[config.mk]
export PLATFORM = sky130hd
export DESIGN_NAME = tcdm_ecc_top
export DESIGN_NICKNAME = d
export VERILOG_FILES = /design/src/hdl/tcdm_ecc_pkg.sv /design/src/hdl/hsiao_ecc_dec.sv /design/src/hdl/hsiao_ecc_enc.sv /design/src/hdl/tcdm_ecc_bank.sv /design/src/hdl/tcdm_ecc_enc.sv /design/src/hdl/tcdm_ecc_scrub_fsm.sv /design/src/hdl/tcdm_ecc_scrub_timer.sv /design/src/hdl/tcdm_ecc_top.sv
export VERILOG_INCLUDE_DIRS = /design/src /design/src/hdl
export SDC_FILE = /design/constraint.sdc
export NUM_CORES = 2
export LEC_CHECK = 0
export BUFFER_PORTS_ARGS = -buffer_cell sky130_fd_sc_hd__buf_2
export CORE_MARGIN = 2
export CORE_UTILIZATION = 36
export CTS_CLUSTER_SIZE = 12
export DETAILED_ROUTE_END_ITERATION = 7
export HOLD_SLACK_MARGIN = 0.08
export PLACE_DENSITY = 0.58
export SLEW_MARGIN = 0
export SYNTH_ARGS = -nofsm -noshare
export SYNTH_HDL_FRONTEND = slang
export SYNTH_SLANG_ARGS = --single-unit
[constraint.sdc]
create_clock -name clk_i -period 5.2 [get_ports clk_i]
set_input_delay 0.52 -clock clk_i [delete_from_list [all_inputs] [get_ports clk_i]]
set_output_delay 0.52 -clock clk_i [all_outputs]
set_load 0.02 [all_outputs]
[src/hdl/tcdm_ecc_config.svh]
// fixed sizes of the ECC TCDM path; check-bit counts must equal $clog2(width)+2
// TCDM_DEPTH must not exceed 2**TCDM_AW
`ifndef TCDM_ECC_CONFIG_SVH
`define TCDM_ECC_CONFIG_SVH

// data word and its protected chunks
`define TCDM_DW 64
`define TCDM_CHUNK 32
`define TCDM_N_CHUNK 2
`define TCDM_EW_DW 7

// bank geometry
`define TCDM_AW 4
`define TCDM_DEPTH 16

// addr + wen + be, with its own check bits
`define TCDM_META_W 13
`define TCDM_EW_META 6

// cycles between two scrub ticks
`define TCDM_SCRUB_INTERVAL 20

`endif

[src/hdl/tcdm_ecc_pkg.sv]
// types of the ECC TCDM path, sized by the config header
// hsiao_col gives the shared parity-check matrix of both Hsiao blocks
`include "tcdm_ecc_config.svh"

package tcdm_ecc_pkg;

  // plain request, wen high means read
  typedef struct packed {
    logic                  req;
    logic [`TCDM_AW-1:0]   addr;
    logic                  wen;
    logic [`TCDM_DW/8-1:0] be;
    logic [`TCDM_DW-1:0]   data;
  } tcdm_req_t;

  // request with data and metadata check bits attached
  typedef struct packed {
    logic                                      req;
    logic [`TCDM_AW-1:0]                       addr;
    logic                                      wen;
    logic [`TCDM_DW/8-1:0]                     be;
    logic [`TCDM_DW-1:0]                       data;
    logic [`TCDM_N_CHUNK-1:0][`TCDM_EW_DW-1:0] data_ecc;
    logic [`TCDM_EW_META-1:0]                  meta_ecc;
  } tcdm_ecc_req_t;

  // bank response, r_opc flags a dropped request
  typedef struct packed {
    logic                                      r_valid;
    logic [`TCDM_DW-1:0]                       r_data;
    logic [`TCDM_N_CHUNK-1:0][`TCDM_EW_DW-1:0] r_data_ecc;
    logic                                      r_opc;
  } tcdm_ecc_rsp_t;

  // corrected response with per-chunk error flags
  typedef struct packed {
    logic                     r_valid;
    logic [`TCDM_DW-1:0]      r_data;
    logic                     r_opc;
    logic [`TCDM_N_CHUNK-1:0] r_single_err;
    logic [`TCDM_N_CHUNK-1:0] r_multi_err;
  } tcdm_rsp_t;

  // one stored codeword
  typedef struct packed {
    logic [`TCDM_DW-1:0]                       data;
    logic [`TCDM_N_CHUNK-1:0][`TCDM_EW_DW-1:0] data_ecc;
  } tcdm_word_t;

  // fault injection masks
  typedef struct packed {
    logic [$bits(tcdm_word_t)-1:0] data_mask;
    logic [`TCDM_EW_META-1:0]      meta_mask;
  } tcdm_inj_t;

  typedef enum logic [1:0] {
    SCRUB_IDLE,
    SCRUB_READ,
    SCRUB_CHECK,
    SCRUB_WRITE
  } scrub_state_e;

  // column idx of the Hsiao matrix: idx-th odd-weight code of weight >= 3
  function automatic logic [31:0] hsiao_col(input int unsigned prot_w,
                                            input int unsigned idx);
    int unsigned cnt;
    logic [31:0] cand;
    logic [31:0] col;
    cnt = 0;
    col = '0;
    for (int unsigned v = 0; v < (32'd1 << prot_w); v++) begin
      cand = 32'(v);
      if ($countones(cand) >= 3 && $countones(cand) % 2 == 1) begin
        if (cnt == idx) begin
          col = cand;
        end
        cnt++;
      end
    end
    return col;
  endfunction

endpackage

[src/hdl/hsiao_ecc_dec.sv]
// combinational Hsiao SEC-DED decoder, same matrix as hsiao_ecc_enc
// a flipped check bit counts as single error, data is left as is
`timescale 1ns/1ns

module hsiao_ecc_dec #(
  parameter  int unsigned DATA_W = 32,
  localparam int unsigned PROT_W = $clog2(DATA_W) + 2
) (
  input  logic [DATA_W-1:0] data_i,
  input  logic [PROT_W-1:0] ecc_i,
  output logic [DATA_W-1:0] data_o,
  output logic              single_err_o,
  output logic              multi_err_o
);

  logic [DATA_W-1:0][PROT_W-1:0] h_cols;
  logic [PROT_W-1:0]             syndrome;
  logic                          hit;

  for (genvar i = 0; i < DATA_W; i++) begin : gen_cols
    assign h_cols[i] = PROT_W'(tcdm_ecc_pkg::hsiao_col(PROT_W, i));
  end

  // stored check bits against recomputed ones
  always_comb begin
    syndrome = ecc_i;
    for (int i = 0; i < DATA_W; i++) begin
      syndrome = syndrome ^ (h_cols[i] & {PROT_W{data_i[i]}});
    end
  end

  // locate the failing bit
  always_comb begin
    data_o = data_i;
    // weight one points at a check bit
    hit = ($countones(syndrome) == 1);
    for (int i = 0; i < DATA_W; i++) begin
      if (syndrome == h_cols[i]) begin
        data_o[i] = ~data_i[i];
        hit = 1'b1;
      end
    end
  end

  // even weight or no matching column
  assign single_err_o = hit;
  assign multi_err_o  = (syndrome != '0) && !hit;

endmodule

[src/hdl/hsiao_ecc_enc.sv]
// combinational Hsiao SEC-DED check-bit generator
// needs DATA_W odd-weight columns of PROT_W bits, true for DATA_W up to 64
`timescale 1ns/1ns

module hsiao_ecc_enc #(
  parameter  int unsigned DATA_W = 32,
  localparam int unsigned PROT_W = $clog2(DATA_W) + 2
) (
  input  logic [DATA_W-1:0] data_i,
  output logic [PROT_W-1:0] ecc_o
);

  // one matrix column per data bit
  logic [DATA_W-1:0][PROT_W-1:0] h_cols;

  for (genvar i = 0; i < DATA_W; i++) begin : gen_cols
    assign h_cols[i] = PROT_W'(tcdm_ecc_pkg::hsiao_col(PROT_W, i));
  end

  // each set data bit toggles the check bits of its column
  always_comb begin
    ecc_o = '0;
    for (int i = 0; i < DATA_W; i++) begin
      ecc_o = ecc_o ^ (h_cols[i] & {PROT_W{data_i[i]}});
    end
  end

endmodule

[src/hdl/tcdm_ecc_bank.sv]
// one bank of codewords; partial writes keep the initiator's check bits,
// so a stored word is only consistent when all byte enables were set
`timescale 1ns/1ns
`include "tcdm_ecc_config.svh"

module tcdm_ecc_bank (
  input  logic                        clk_i,
  input  logic                        rst_n_i,
  input  tcdm_ecc_pkg::tcdm_ecc_req_t ecc_req_i,
  input  tcdm_ecc_pkg::tcdm_inj_t     inj_i,
  input  logic                        scrub_busy_i,
  input  logic                        scrub_wr_i,
  input  logic [`TCDM_AW-1:0]         scrub_addr_i,
  input  tcdm_ecc_pkg::tcdm_word_t    scrub_word_i,
  output logic                        gnt_o,
  output tcdm_ecc_pkg::tcdm_ecc_rsp_t ecc_rsp_o
);

  localparam int unsigned NB = `TCDM_DW / 8;

  tcdm_ecc_pkg::tcdm_word_t mem [`TCDM_DEPTH];
  tcdm_ecc_pkg::tcdm_word_t wr_word;
  tcdm_ecc_pkg::tcdm_word_t rd_word_q;

  logic [`TCDM_META_W-1:0] meta_fix;
  logic [`TCDM_AW-1:0]     addr_fix;
  logic                    wen_fix;
  logic [NB-1:0]           be_fix;
  logic                    meta_bad;
  logic                    port_acc;
  logic                    port_wr;
  logic                    port_rd;
  logic                    scrub_rd;
  logic [`TCDM_AW-1:0]     rd_addr;
  logic                    r_valid_q;
  logic                    r_opc_q;

  // metadata check, injected flips land on the incoming check bits
  hsiao_ecc_dec #(
    .DATA_W ( `TCDM_META_W )
  ) i_meta_dec (
    .data_i       ( {ecc_req_i.addr, ecc_req_i.wen, ecc_req_i.be} ),
    .ecc_i        ( ecc_req_i.meta_ecc ^ inj_i.meta_mask           ),
    .data_o       ( meta_fix                                       ),
    .single_err_o (                                                ),
    .multi_err_o  ( meta_bad                                       )
  );

  assign {addr_fix, wen_fix, be_fix} = meta_fix;

  // scrubber owns the bank while busy
  assign gnt_o    = ~scrub_busy_i;
  assign port_acc = ecc_req_i.req & gnt_o;
  assign port_wr  = port_acc & ~wen_fix & ~meta_bad;
  assign port_rd  = port_acc & wen_fix & ~meta_bad;
  assign scrub_rd = scrub_busy_i & ~scrub_wr_i;
  assign rd_addr  = scrub_busy_i ? scrub_addr_i : addr_fix;

  // data_mask flips stored bits, port writes only
  assign wr_word = {ecc_req_i.data, ecc_req_i.data_ecc} ^ inj_i.data_mask;

  // byte-merged port write, scrub write-back takes the whole word
  always_ff @(posedge clk_i) begin
    if (scrub_wr_i) begin
      mem[scrub_addr_i] <= scrub_word_i;
    end else if (port_wr) begin
      for (int b = 0; b < NB; b++) begin
        if (be_fix[b]) begin
          mem[addr_fix].data[b*8 +: 8] <= wr_word.data[b*8 +: 8];
        end
      end
      mem[addr_fix].data_ecc <= wr_word.data_ecc;
    end
  end

  // registered read; writes and dropped requests return zero
  always_ff @(posedge clk_i) begin
    if (port_rd || scrub_rd) begin
      rd_word_q <= mem[rd_addr];
    end else if (port_acc) begin
      rd_word_q <= '0;
    end
  end

  always_ff @(posedge clk_i) begin
    if (!rst_n_i) begin
      r_valid_q <= 1'b0;
      r_opc_q   <= 1'b0;
    end else begin
      r_valid_q <= port_acc;
      r_opc_q   <= port_acc & meta_bad;
    end
  end

  always_comb begin
    ecc_rsp_o.r_valid    = r_valid_q;
    ecc_rsp_o.r_data     = rd_word_q.data;
    ecc_rsp_o.r_data_ecc = rd_word_q.data_ecc;
    ecc_rsp_o.r_opc      = r_opc_q;
  end

endmodule

[src/hdl/tcdm_ecc_enc.sv]
// initiator-side ECC: check bits per data chunk and for addr/wen/be,
// correction of returned data; purely combinational
`timescale 1ns/1ns
`include "tcdm_ecc_config.svh"

module tcdm_ecc_enc (
  input  tcdm_ecc_pkg::tcdm_req_t     req_i,
  output tcdm_ecc_pkg::tcdm_ecc_req_t ecc_req_o,
  input  tcdm_ecc_pkg::tcdm_ecc_rsp_t ecc_rsp_i,
  output tcdm_ecc_pkg::tcdm_rsp_t     rsp_o
);

  localparam int unsigned N_CHUNK = `TCDM_N_CHUNK;
  localparam int unsigned CHUNK   = `TCDM_CHUNK;
  localparam int unsigned EW_DW   = `TCDM_EW_DW;
  localparam int unsigned META_W  = `TCDM_META_W;

  // write side
  logic [N_CHUNK-1:0][CHUNK-1:0] wdata;
  logic [N_CHUNK-1:0][EW_DW-1:0] wdata_ecc;
  logic [META_W-1:0]             meta;
  logic [`TCDM_EW_META-1:0]      meta_ecc;

  // read side
  logic [N_CHUNK-1:0][CHUNK-1:0] rdata;
  logic [N_CHUNK-1:0][EW_DW-1:0] rdata_ecc;
  logic [N_CHUNK-1:0][CHUNK-1:0] rdata_fix;
  logic [N_CHUNK-1:0]            single_err;
  logic [N_CHUNK-1:0]            multi_err;

  // chunk 0 is the low half of the word
  assign wdata     = req_i.data;
  assign rdata     = ecc_rsp_i.r_data;
  assign rdata_ecc = ecc_rsp_i.r_data_ecc;

  // same field order as the bank checks
  assign meta = {req_i.addr, req_i.wen, req_i.be};

  for (genvar ii = 0; ii < N_CHUNK; ii++) begin : gen_chunk
    // write data check bits
    hsiao_ecc_enc #(
      .DATA_W ( CHUNK )
    ) i_data_enc (
      .data_i ( wdata[ii]     ),
      .ecc_o  ( wdata_ecc[ii] )
    );

    // read data correction
    hsiao_ecc_dec #(
      .DATA_W ( CHUNK )
    ) i_data_dec (
      .data_i       ( rdata[ii]      ),
      .ecc_i        ( rdata_ecc[ii]  ),
      .data_o       ( rdata_fix[ii]  ),
      .single_err_o ( single_err[ii] ),
      .multi_err_o  ( multi_err[ii]  )
    );
  end

  // metadata check bits
  hsiao_ecc_enc #(
    .DATA_W ( META_W )
  ) i_meta_enc (
    .data_i ( meta     ),
    .ecc_o  ( meta_ecc )
  );

  // request fields pass through, check bits appended
  always_comb begin
    ecc_req_o.req      = req_i.req;
    ecc_req_o.addr     = req_i.addr;
    ecc_req_o.wen      = req_i.wen;
    ecc_req_o.be       = req_i.be;
    ecc_req_o.data     = req_i.data;
    ecc_req_o.data_ecc = wdata_ecc;
    ecc_req_o.meta_ecc = meta_ecc;
  end

  // write responses carry zero data and zero ecc, so flags stay clear
  always_comb begin
    rsp_o.r_valid      = ecc_rsp_i.r_valid;
    rsp_o.r_data       = rdata_fix;
    rsp_o.r_opc        = ecc_rsp_i.r_opc;
    rsp_o.r_single_err = single_err;
    rsp_o.r_multi_err  = multi_err;
  end

endmodule

[src/hdl/tcdm_ecc_scrub_fsm.sv]
// scrubs one word per tick; a tick waits while the port is accepting,
// write-back only when some chunk has a single error and none a multi error
`timescale 1ns/1ns
`include "tcdm_ecc_config.svh"

module tcdm_ecc_scrub_fsm (
  input  logic                        clk_i,
  input  logic                        rst_n_i,
  input  logic                        tick_i,
  input  logic                        port_req_i,
  input  logic [`TCDM_AW-1:0]         addr_i,
  input  tcdm_ecc_pkg::tcdm_ecc_rsp_t rsp_i,
  output logic                        busy_o,
  output logic                        wr_o,
  output logic [`TCDM_AW-1:0]         addr_o,
  output tcdm_ecc_pkg::tcdm_word_t    word_o,
  output logic                        done_o,
  output logic                        fix_o
);

  localparam int unsigned N_CHUNK = `TCDM_N_CHUNK;
  localparam int unsigned CHUNK   = `TCDM_CHUNK;

  tcdm_ecc_pkg::scrub_state_e state_q;
  tcdm_ecc_pkg::scrub_state_e state_d;

  logic                                 pending_q;
  logic                                 start;
  logic                                 need_fix;
  logic [N_CHUNK-1:0][CHUNK-1:0]        rdata;
  logic [N_CHUNK-1:0][CHUNK-1:0]        fix_data;
  logic [N_CHUNK-1:0][`TCDM_EW_DW-1:0]  fix_ecc;
  logic [N_CHUNK-1:0]                   single_err;
  logic [N_CHUNK-1:0]                   multi_err;

  assign rdata = rsp_i.r_data;

  for (genvar ii = 0; ii < N_CHUNK; ii++) begin : gen_chunk
    hsiao_ecc_dec #(
      .DATA_W ( CHUNK )
    ) i_dec (
      .data_i       ( rdata[ii]            ),
      .ecc_i        ( rsp_i.r_data_ecc[ii] ),
      .data_o       ( fix_data[ii]         ),
      .single_err_o ( single_err[ii]       ),
      .multi_err_o  ( multi_err[ii]        )
    );

    // fresh check bits for the corrected chunk
    hsiao_ecc_enc #(
      .DATA_W ( CHUNK )
    ) i_enc (
      .data_i ( fix_data[ii] ),
      .ecc_o  ( fix_ecc[ii]  )
    );
  end

  // only meaningful in idle, where gnt is high
  assign start    = (tick_i | pending_q) & ~port_req_i;
  assign need_fix = (|single_err) & ~(|multi_err);

  always_comb begin
    state_d = state_q;
    case (state_q)
      tcdm_ecc_pkg::SCRUB_IDLE: begin
        if (start) begin
          state_d = tcdm_ecc_pkg::SCRUB_READ;
        end
      end
      tcdm_ecc_pkg::SCRUB_READ:  state_d = tcdm_ecc_pkg::SCRUB_CHECK;
      tcdm_ecc_pkg::SCRUB_CHECK: begin
        if (need_fix) begin
          state_d = tcdm_ecc_pkg::SCRUB_WRITE;
        end else begin
          state_d = tcdm_ecc_pkg::SCRUB_IDLE;
        end
      end
      default: state_d = tcdm_ecc_pkg::SCRUB_IDLE;
    endcase
  end

  always_ff @(posedge clk_i) begin
    if (!rst_n_i) begin
      state_q   <= tcdm_ecc_pkg::SCRUB_IDLE;
      pending_q <= 1'b0;
    end else begin
      state_q   <= state_d;
      // held until a pass starts
      pending_q <= (tick_i | pending_q) &
                   ~(state_q == tcdm_ecc_pkg::SCRUB_IDLE && !port_req_i);
    end
  end

  // address frozen for the whole pass, word taken in check
  always_ff @(posedge clk_i) begin
    if (state_q == tcdm_ecc_pkg::SCRUB_IDLE && start) begin
      addr_o <= addr_i;
    end
    if (state_q == tcdm_ecc_pkg::SCRUB_CHECK) begin
      word_o <= {fix_data, fix_ecc};
    end
  end

  assign busy_o = (state_q != tcdm_ecc_pkg::SCRUB_IDLE);
  assign wr_o   = (state_q == tcdm_ecc_pkg::SCRUB_WRITE);
  assign fix_o  = (state_q == tcdm_ecc_pkg::SCRUB_WRITE);
  // last busy cycle of a pass
  assign done_o = busy_o && (state_d == tcdm_ecc_pkg::SCRUB_IDLE);

endmodule

[src/hdl/tcdm_ecc_scrub_timer.sv]
// scrub tick every TCDM_SCRUB_INTERVAL cycles, first one that long after reset
`timescale 1ns/1ns
`include "tcdm_ecc_config.svh"

module tcdm_ecc_scrub_timer (
  input  logic                clk_i,
  input  logic                rst_n_i,
  input  logic                done_i,
  output logic                tick_o,
  output logic [`TCDM_AW-1:0] addr_o
);

  localparam int unsigned CNT_W = $clog2(`TCDM_SCRUB_INTERVAL + 1);

  logic [CNT_W-1:0] cnt_q;

  // counts interval..1, zero only right after reset
  assign tick_o = (cnt_q == CNT_W'(1));

  always_ff @(posedge clk_i) begin
    if (!rst_n_i) begin
      cnt_q  <= '0;
      addr_o <= '0;
    end else begin
      // reload on tick
      if (cnt_q <= CNT_W'(1)) begin
        cnt_q <= CNT_W'(`TCDM_SCRUB_INTERVAL);
      end else begin
        cnt_q <= cnt_q - CNT_W'(1);
      end
      // next word once a pass is over
      if (done_i) begin
        addr_o <= (addr_o == `TCDM_AW'(`TCDM_DEPTH - 1)) ? '0 : addr_o + `TCDM_AW'(1);
      end
    end
  end

endmodule

[src/hdl/tcdm_ecc_top.sv]
// ECC-protected TCDM path with background scrubber
// gnt_o drops only while the scrubber owns the bank
`timescale 1ns/1ns
`include "tcdm_ecc_config.svh"

module tcdm_ecc_top (
  input  logic                    clk_i,
  input  logic                    rst_n_i,
  input  tcdm_ecc_pkg::tcdm_req_t req_i,
  output logic                    gnt_o,
  input  tcdm_ecc_pkg::tcdm_inj_t inj_i,
  output tcdm_ecc_pkg::tcdm_rsp_t rsp_o,
  output logic                    scrub_fix_o
);

  tcdm_ecc_pkg::tcdm_ecc_req_t ecc_req;
  tcdm_ecc_pkg::tcdm_ecc_rsp_t ecc_rsp;
  tcdm_ecc_pkg::tcdm_word_t    scrub_word;

  logic                scrub_tick;
  logic                scrub_done;
  logic                scrub_busy;
  logic                scrub_wr;
  logic [`TCDM_AW-1:0] timer_addr;
  logic [`TCDM_AW-1:0] scrub_addr;

  // request encode and response correction
  tcdm_ecc_enc i_enc (
    .req_i     ( req_i   ),
    .ecc_req_o ( ecc_req ),
    .ecc_rsp_i ( ecc_rsp ),
    .rsp_o     ( rsp_o   )
  );

  tcdm_ecc_bank i_bank (
    .clk_i        ( clk_i      ),
    .rst_n_i      ( rst_n_i    ),
    .ecc_req_i    ( ecc_req    ),
    .inj_i        ( inj_i      ),
    .scrub_busy_i ( scrub_busy ),
    .scrub_wr_i   ( scrub_wr   ),
    .scrub_addr_i ( scrub_addr ),
    .scrub_word_i ( scrub_word ),
    .gnt_o        ( gnt_o      ),
    .ecc_rsp_o    ( ecc_rsp    )
  );

  // port_req is the plain req, gnt is high whenever the fsm is idle
  tcdm_ecc_scrub_fsm i_scrub_fsm (
    .clk_i      ( clk_i       ),
    .rst_n_i    ( rst_n_i     ),
    .tick_i     ( scrub_tick  ),
    .port_req_i ( req_i.req   ),
    .addr_i     ( timer_addr  ),
    .rsp_i      ( ecc_rsp     ),
    .busy_o     ( scrub_busy  ),
    .wr_o       ( scrub_wr    ),
    .addr_o     ( scrub_addr  ),
    .word_o     ( scrub_word  ),
    .done_o     ( scrub_done  ),
    .fix_o      ( scrub_fix_o )
  );

  tcdm_ecc_scrub_timer i_scrub_timer (
    .clk_i   ( clk_i      ),
    .rst_n_i ( rst_n_i    ),
    .done_i  ( scrub_done ),
    .tick_o  ( scrub_tick ),
    .addr_o  ( timer_addr )
  );

endmodule

After elaboration in Yosys (flattened, before gate mapping)
Memory sizes are Yosys's and may differ from the RTL's.
Index checks and enable logic that the tools add are counted.
{"block": "totals", "regBits": 174, "mem_bits_rw": 1248, "inputBits": 164, "output_inout_bits": 72, "elab_cells": 655, "memories": 1}
{"block": "op_classes", "n_addsub": 19, "magnitude_cmp": 1, "n_eq_ne": 85, "n_mux": 202, "bitwise_logic": 311, "reduce_logical": 22}
{"memory": "i_bank.mem", "depth": 16, "width": 78, "rd": 1, "rd_clocked_by_memory_dff": 0, "wr": 1, "line": "tcdm_ecc_bank.sv:21", "text": "tcdm_ecc_pkg::tcdm_word_t mem [`TCDM_DEPTH];"}
{"op": "7-bit by 6-bit bitwise XOR with 7-bit output", "count": 74}
{"op": "7-bit bitwise XOR", "count": 36}
{"op": "78-bit two-way mux", "count": 3}
{"op": "7-bit by 6-bit equality test with 1-bit output (second input constant)", "count": 30}
{"op": "1-bit two-way mux", "count": 191}
{"op": "5-bit bitwise XOR", "count": 25}
{"op": "6-bit bitwise XOR", "count": 17}
{"op": "7-bit by 5-bit equality test with 1-bit output (second input constant)", "count": 14}
{"op": "7-bit by 5-bit bitwise XOR with 7-bit output", "count": 14}
{"op": "1-bit NOT", "count": 85}
{"op": "7-bit equality test (second input constant)", "count": 12}
{"op": "78-bit OR reduction", "count": 1}
{"op": "78-bit bitwise XOR", "count": 1}
{"op": "6-bit by 5-bit bitwise XOR with 6-bit output", "count": 12}
{"op": "32-bit adder", "count": 2}
{"op": "6-bit by 5-bit equality test with 1-bit output (second input constant)", "count": 7}
{"op": "7-bit by 4-bit equality test with 1-bit output (second input constant)", "count": 6}
{"op": "7-bit by 4-bit bitwise XOR with 7-bit output", "count": 6}
{"op": "4-bit bitwise XOR", "count": 10}
{"op": "32-bit by 1-bit adder with 32-bit output", "count": 1}
{"op": "32-bit by 2-bit equality test with 1-bit output (second input constant)", "count": 1}
{"op": "4-bit by 5-bit bitwise XOR with 5-bit output", "count": 5}
{"op": "5-bit by 6-bit bitwise XOR with 6-bit output", "count": 4}
{"op": "3-bit by 4-bit bitwise XOR with 4-bit output", "count": 5}
{"op": "35 further kinds", "count": 78}

Logic depth before layout (Yosys ltp)
{"block": "depth", "depth_word": 77, "mapped_depth": 21, "mapped_depth_nobuf": 20}

Hierarchy
Synthesis repeated with hierarchy kept, for this count alone.
{"block": "unflattened", "cells_unflattened": 6429, "hier_area_um2": 75027.0}
{"module": "tcdm_ecc_bank", "instances": 1, "cells_per_inst": 4945, "area_each_um2": 60171.5, "seq_area_each_um2": 39858.2}
{"module": "hsiao_ecc_dec (i_enc.gen_chunk[0].i_data_dec ...)", "instances": 3, "cells_per_inst": 218, "area_each_um2": 1860.5, "seq_area_each_um2": 0.0}
{"module": "tcdm_ecc_scrub_fsm", "instances": 1, "cells_per_inst": 101, "area_each_um2": 2623.8, "seq_area_each_um2": 2522.4}
{"module": "hsiao_ecc_enc (i_enc.gen_chunk[0].i_data_enc ...)", "instances": 4, "cells_per_inst": 60, "area_each_um2": 624.3, "seq_area_each_um2": 0.0}
{"module": "hsiao_ecc_dec (i_scrub_fsm.gen_chunk[0].i_dec)", "instances": 1, "cells_per_inst": 219, "area_each_um2": 1916.8, "seq_area_each_um2": 0.0}
{"module": "hsiao_ecc_dec (i_bank.i_meta_dec)", "instances": 1, "cells_per_inst": 123, "area_each_um2": 973.4, "seq_area_each_um2": 0.0}
{"module": "tcdm_ecc_enc", "instances": 1, "cells_per_inst": 80, "area_each_um2": 600.6, "seq_area_each_um2": 0.0}
{"module": "tcdm_ecc_scrub_timer", "instances": 1, "cells_per_inst": 44, "area_each_um2": 416.6, "seq_area_each_um2": 180.2}
{"module": "hsiao_ecc_enc (i_enc.i_meta_enc)", "instances": 1, "cells_per_inst": 23, "area_each_um2": 245.2, "seq_area_each_um2": 0.0}

Least setup slack after synthesis
Ideal clock, no wire load.
{"block": "synth_timing", "path_type": "flip-flop to flip-flop", "start": "reg i_bank.rd_word_q, in the netlist i_bank.ecc_rsp_o[57]", "end": "reg i_scrub_timer.addr_o[2]", "setup_ps": 70, "t_arrival_ps": 5340, "required_ps": 5130, "path_slack_ps": -210, "path_stages_with_launch": 19, "n_path_buf": 1, "synth_period_minus_slack_ps": 5410, "path_cell_list": "edfxtp_1 -> buf_4 -> xnor2_2 -> xnor2_2 -> xnor3_2 -> xnor2_4 -> inv_4 -> fa_1 -> fa_1 -> fa_1 -> fa_1 -> nor2_1 -> nand2_1 -> o31a_1 -> nand4_1 -> o41a_1 -> o211a_1 -> or4_1 -> a21oi_1"}
{"block": "synth_between", "elab_chain_cells": 67, "word_cells_on_any_way": 104, "classes_between": "6 x add/sub; 33 x eq/ne; 34 x mux; 24 x bitwise; 7 x reduce/logical"}
{"item": "from (decl)", "line": "tcdm_ecc_bank.sv:23", "text": "tcdm_ecc_pkg::tcdm_word_t rd_word_q;"}
{"item": "from (signal assigned)", "line": "tcdm_ecc_bank.sv:79", "text": "rd_word_q <= mem[rd_addr];"}
{"item": "7-bit by 5-bit bitwise XOR with 7-bit output *", "line": "hsiao_ecc_dec.sv:28", "text": "syndrome = syndrome ^ (h_cols[i] & {PROT_W{data_i[i]}});"}
{"item": "7-bit by 6-bit bitwise XOR with 7-bit output * (15 in a row)", "line": "hsiao_ecc_dec.sv:28"}
{"item": "7-bit bitwise XOR * (6 in a row)", "line": "hsiao_ecc_dec.sv:28"}
{"item": "1-bit by 1-bit adder with 2-bit output (not written as such)", "line": "hsiao_ecc_dec.sv:36", "text": "hit = ($countones(syndrome) == 1);"}
{"item": "2-bit by 2-bit adder with 3-bit output (not written as such) or 2-bit by 1-bit adder with 3-bit output (tied branches)", "line": "hsiao_ecc_dec.sv:36"}
{"item": "3-bit by 3-bit adder with 4-bit output (not written as such)", "line": "hsiao_ecc_dec.sv:36"}
{"item": "4-bit by 1-bit equality test with 1-bit output", "line": "hsiao_ecc_dec.sv:36"}
{"item": "1-bit two-way mux (32 in a row)", "line": "hsiao_ecc_dec.sv:38", "text": "if (syndrome == h_cols[i]) begin"}
{"item": "1-bit logical NOT", "line": "hsiao_ecc_dec.sv:47", "text": "assign multi_err_o = (syndrome != '0) && !hit;"}
{"item": "1-bit logical AND", "line": "hsiao_ecc_dec.sv:47"}
{"item": "2-bit OR reduction", "line": "tcdm_ecc_scrub_fsm.sv:60", "text": "assign need_fix = (|single_err) & ~(|multi_err);"}
{"item": "1-bit NOT", "line": "tcdm_ecc_scrub_fsm.sv:60"}
{"item": "1-bit AND *", "line": "tcdm_ecc_scrub_fsm.sv:60"}
{"item": "2-bit two-way mux *", "line": "tcdm_ecc_scrub_fsm.sv:72", "text": "if (need_fix) begin"}
{"item": "2-bit case mux with 3 select lines *", "line": "tcdm_ecc_scrub_fsm.sv:64", "text": "case (state_q)"}
{"item": "2-bit logical NOT *", "line": "tcdm_ecc_scrub_fsm.sv:108", "text": "assign done_o = busy_o && (state_d == tcdm_ecc_pkg::SCRUB_IDLE);"}
{"item": "1-bit logical AND *", "line": "tcdm_ecc_scrub_fsm.sv:108"}
{"item": "to (signal assigned)", "line": "tcdm_ecc_scrub_timer.sv:33", "text": "addr_o <= (addr_o == `TCDM_AW'(`TCDM_DEPTH - 1)) ? '0 : addr_o + `TCDM_AW'(1);"}
{"item": "to (decl)", "line": "tcdm_ecc_scrub_timer.sv:10", "text": "output logic [`TCDM_AW-1:0] addr_o"}
Mark *: on every way between the ends. The rest lies on a longest branch, timed or not.
A chain may end at the register's enable or synchronous reset.

==> reports/results.tsv <==
stage	metric	value	unit
outcome	status	finished, violations left	
outcome	violations in the final reports	negative setup slack	
finish	ratio of cells with drive above 1 in the final layout	29.55	%
die	area of the die	0.1753	mm²
routing	wire per inst	24.65	µm
logic_synthesis	fraction of registers with async set/reset	0	%
setup_path	maximum fanout along the worst path	2	
logic_synthesis	proportion of synthesized chip area in sequential cells	68.75	%
routing	total wire length	160000	µm
logic_synthesis	number of enable flip-flop cells after synthesis	1408	
clock_tree	Sinks on Clock Net	1422	
clock_tree	clock slew at the register clock pins of the worst setup and hold paths	0.06	ns
grt	all-layer global routing usage	18.14	%
placed_design	worst slack after detailed placement	-0.2569	ns
sta	transition time at the pin with the least slew margin	1.208	ns
sta	Period minus WS final	5.927	ns
logic_synthesis	Synth cell types	64	
grt	number of antenna violations at the first check in global routing	9	
grt	number of global-route vias before repair	34280	
logic_synthesis	flops & latches, synth	1422	
finish	area of all placed cells without fillers	0.07370	mm²
logic_synthesis	predominant post-synthesis flop cell	sky130_fd_sc_hd__edfxtp_1	
clock_tree	CTS Buffer Depth	3	
routing	detailed-route DRC error count	0	
sta	post-layout worst setup margin	-0.7272	ns
placed_design	Post-DP HPWL	109800	µm
grt	grt total ovfl	0	
die	cell row count	152	
finish	Layout Nets	4368	
routing	post-DR vias/cell	5.157	
die	starting density of the core	36.17	%
sta	number of setup violations in the final report	7	
logic_synthesis	Syn. warnings	0	
logic_synthesis	Syn Nets	3722	
sta	number of pins exceeding their max-slew limit in the final report	0	
hold_path	kind of path behind the tightest hold check	primary input to register	
routing	count of vias placed by the detailed router	33470	
setup_path	data required time of the critical path	4.68	ns
setup_path	type of the setup path with the least slack	register to output pin	
placed_design	dpl cell area	0.06887	mm²
finish	most common cell after layout, fill and taps aside	sky130_fd_sc_hd__edfxtp_1	
logic_synthesis	synthesized area divided by synthesized cell count	17.60	µm²
routing	Detail Route Antenna Nets	0	
routing	first-iteration detailed-routing DRC count	2973	
run	max-cap viol count	0	
setup_path	startpoint types	register	
clock_tree	root buf cell	sky130_fd_sc_hd__clkbuf_16	
setup_path	crit path capture type	output pin	
die	# IOs	236	
logic_synthesis	synthesized area	0.06191	mm²
placed_design	total of buffers placed on input and output ports	235	
sta	Fin Clk Skew	0.02702	ns
routing	Pre-antenna DRT Iters	7	
sta	RSZ-0062 raised after global routing	true	
clock_tree	total number of H-tree levels	4	
sta	Achievable Freq	0.1687	GHz
logic_synthesis	number of cells produced by synthesis	3518	
clock_tree	CTS tree	done	
die	Horiz. Die Dim	418.7	µm
grt	wire length of the first global-routing pass	233300	µm
placed_design	weighted congestion reported at the end of routability-driven placement	0.8897	
sta	Final Cycle Share	114.0	%
clock_tree	Inserted Clock Buffers	147	
die	die outline height	418.7	µm
sta	final sum of negative setup slack	-1.813	ns
clock_tree	Worst-Skew Late Latency	0.77	ns
finish	P&R area growth vs syn	19.05	%
die	core region area	0.1712	mm²
finish	commonest cells after routing, fill and taps aside	sky130_fd_sc_hd__edfxtp_1 (1,408), sky130_fd_sc_hd__buf_4 (417), sky130_fd_sc_hd__xnor2_1 (384)	
sta	Max-slew headroom	18.92	%
grt	pin count of the biggest net entering global routing	105	
setup_path	data arrival time of the critical path	5.41	ns
sta	number of hold-slack violations in the final timing report	0	
[stage by stage]
stage | hold slack [ns] | util (%) | cells
after CTS | 0.2068 | 42.91 | 6479
after detailed placement | 0.4665 | 40.23 | 6227
after global placement | 0.4635 | 40.23 | 6227
after global routing | 0.2305 | 43.05 | 6489
final | 0.2687 | 43.06 | 6491
after floorplan | 0.4393 | - | 3518
[final cells by class]
class / count / area, µm²
multi-input cells: 1801 / 18620
clock buffers: 195 / 3943
clock inverters: 44 / 417.9
flip-flops and latches: 1422 / 42560
well taps: 2233 / 2794
diodes: 4 / 10.01
fillers: 15090 / 97460
inverters: 110 / 419.2
repair buffers: 682 / 4931
[metal layers]
layer / up-vias / global-route usage (%) / share of wire, %
li1: 14870 / - / -
met1: 17520 / 23.94 / 42
met2: 882 / 31.23 / 51
met3: 198 / 2.447 / 4.3
met4: 0 / 5.354 / 2.4
met5: - / 0 / 0
[timing repair]
action | 4_1_cts | 5_1_grt
gates resized for setup | 34 | 32
hold buffers | 1 | 0
hold endpoints to repair | 5 | 0
endpoints found under the setup margin | 9 | 11
pin swaps | 23 | 30
buffers inserted | 32 | 14
[synth_stat cells (73+ instances only)]
cell | n | area, µm²
sky130_fd_sc_hd__edfxtp_1 | 1408 | 42280
sky130_fd_sc_hd__xnor2_1 | 404 | 3538
sky130_fd_sc_hd__mux4_2 | 312 | 7027
sky130_fd_sc_hd__nor2_1 | 166 | 623.1
sky130_fd_sc_hd__a211oi_1 | 158 | 1186
sky130_fd_sc_hd__clkbuf_1 | 133 | 499.2
sky130_fd_sc_hd__xor2_1 | 119 | 1042
sky130_fd_sc_hd__nand2_1 | 111 | 416.7
sky130_fd_sc_hd__inv_1 | 105 | 394.1
sky130_fd_sc_hd__o21ai_0 | 90 | 450.4
sky130_fd_sc_hd__nor2b_1 | 87 | 544.3
sky130_fd_sc_hd__mux2i_1 | 83 | 830.8
sky130_fd_sc_hd__nand3_1 | 73 | 365.4
[sequential cells by signal (all words and copies together), names as in the netlist]
register	cells
i_scrub_fsm.state_q	2
i_bank.ecc_rsp_o	78
i_bank.mem	1248
i_bank.r_opc_q	1
i_scrub_fsm.word_o	78
i_bank.r_valid_q	1
i_scrub_timer.cnt_q	5
i_scrub_fsm.pending_q	1
i_scrub_timer.addr_o	4
i_scrub_fsm.addr_o	4
[kinds of logic after synthesis]
group / synth area share [%]
buffers and inverters: 1.874
flip-flops: 68.75
adder cells (fa/ha/maj): 0.9297
AO/OA/AOI/OAI: 3.430
XOR/XNOR: 8.590
multiplexers: 12.75
AND/OR/NAND/NOR: 3.682
[critical path, cell delays in order, from the launching register on]
cell and delay, ns:
sky130_fd_sc_hd__edfxtp_1 0.39, sky130_fd_sc_hd__xnor3_1 0.40, sky130_fd_sc_hd__xnor2_1 0.17, sky130_fd_sc_hd__xnor3_2 0.50, sky130_fd_sc_hd__xnor2_4 0.19, sky130_fd_sc_hd__inv_4 0.05, sky130_fd_sc_hd__fa_1 0.49, sky130_fd_sc_hd__fa_1 0.45
sky130_fd_sc_hd__fa_2 0.37, sky130_fd_sc_hd__fa_1 0.48, sky130_fd_sc_hd__nor2_1 0.04, sky130_fd_sc_hd__nand2_1 0.05, sky130_fd_sc_hd__o31a_1 0.14, sky130_fd_sc_hd__nand4_1 0.12, sky130_fd_sc_hd__or4_4 0.55, sky130_fd_sc_hd__nor2b_2 0.12
sky130_fd_sc_hd__buf_4 0.14
[path summary, 6_finish.rpt]
kind,startpoint,endpoint,slack [ns],depth (start not counted)
worst max-delay path,i_bank.ecc_rsp_o[69]$_SDFFCE_PN0P_,rsp_o[1],-0.73,16
worst min-delay path,req_i[77],i_scrub_fsm.pending_q$_SDFF_PN0_,0.27,4
worst max register to register,i_bank.ecc_rsp_o[69]$_SDFFCE_PN0P_,i_scrub_timer.addr_o[2]$_SDFFE_PN0P_,-0.16,18
worst min register to register,i_scrub_timer.cnt_q[0]$_SDFF_PP0_,i_scrub_timer.cnt_q[0]$_SDFF_PP0_,0.48,1
Power is left out: the tool's default activity adds up to more than one toggle a clock period on the data nets, which glitch-free logic cannot reach.
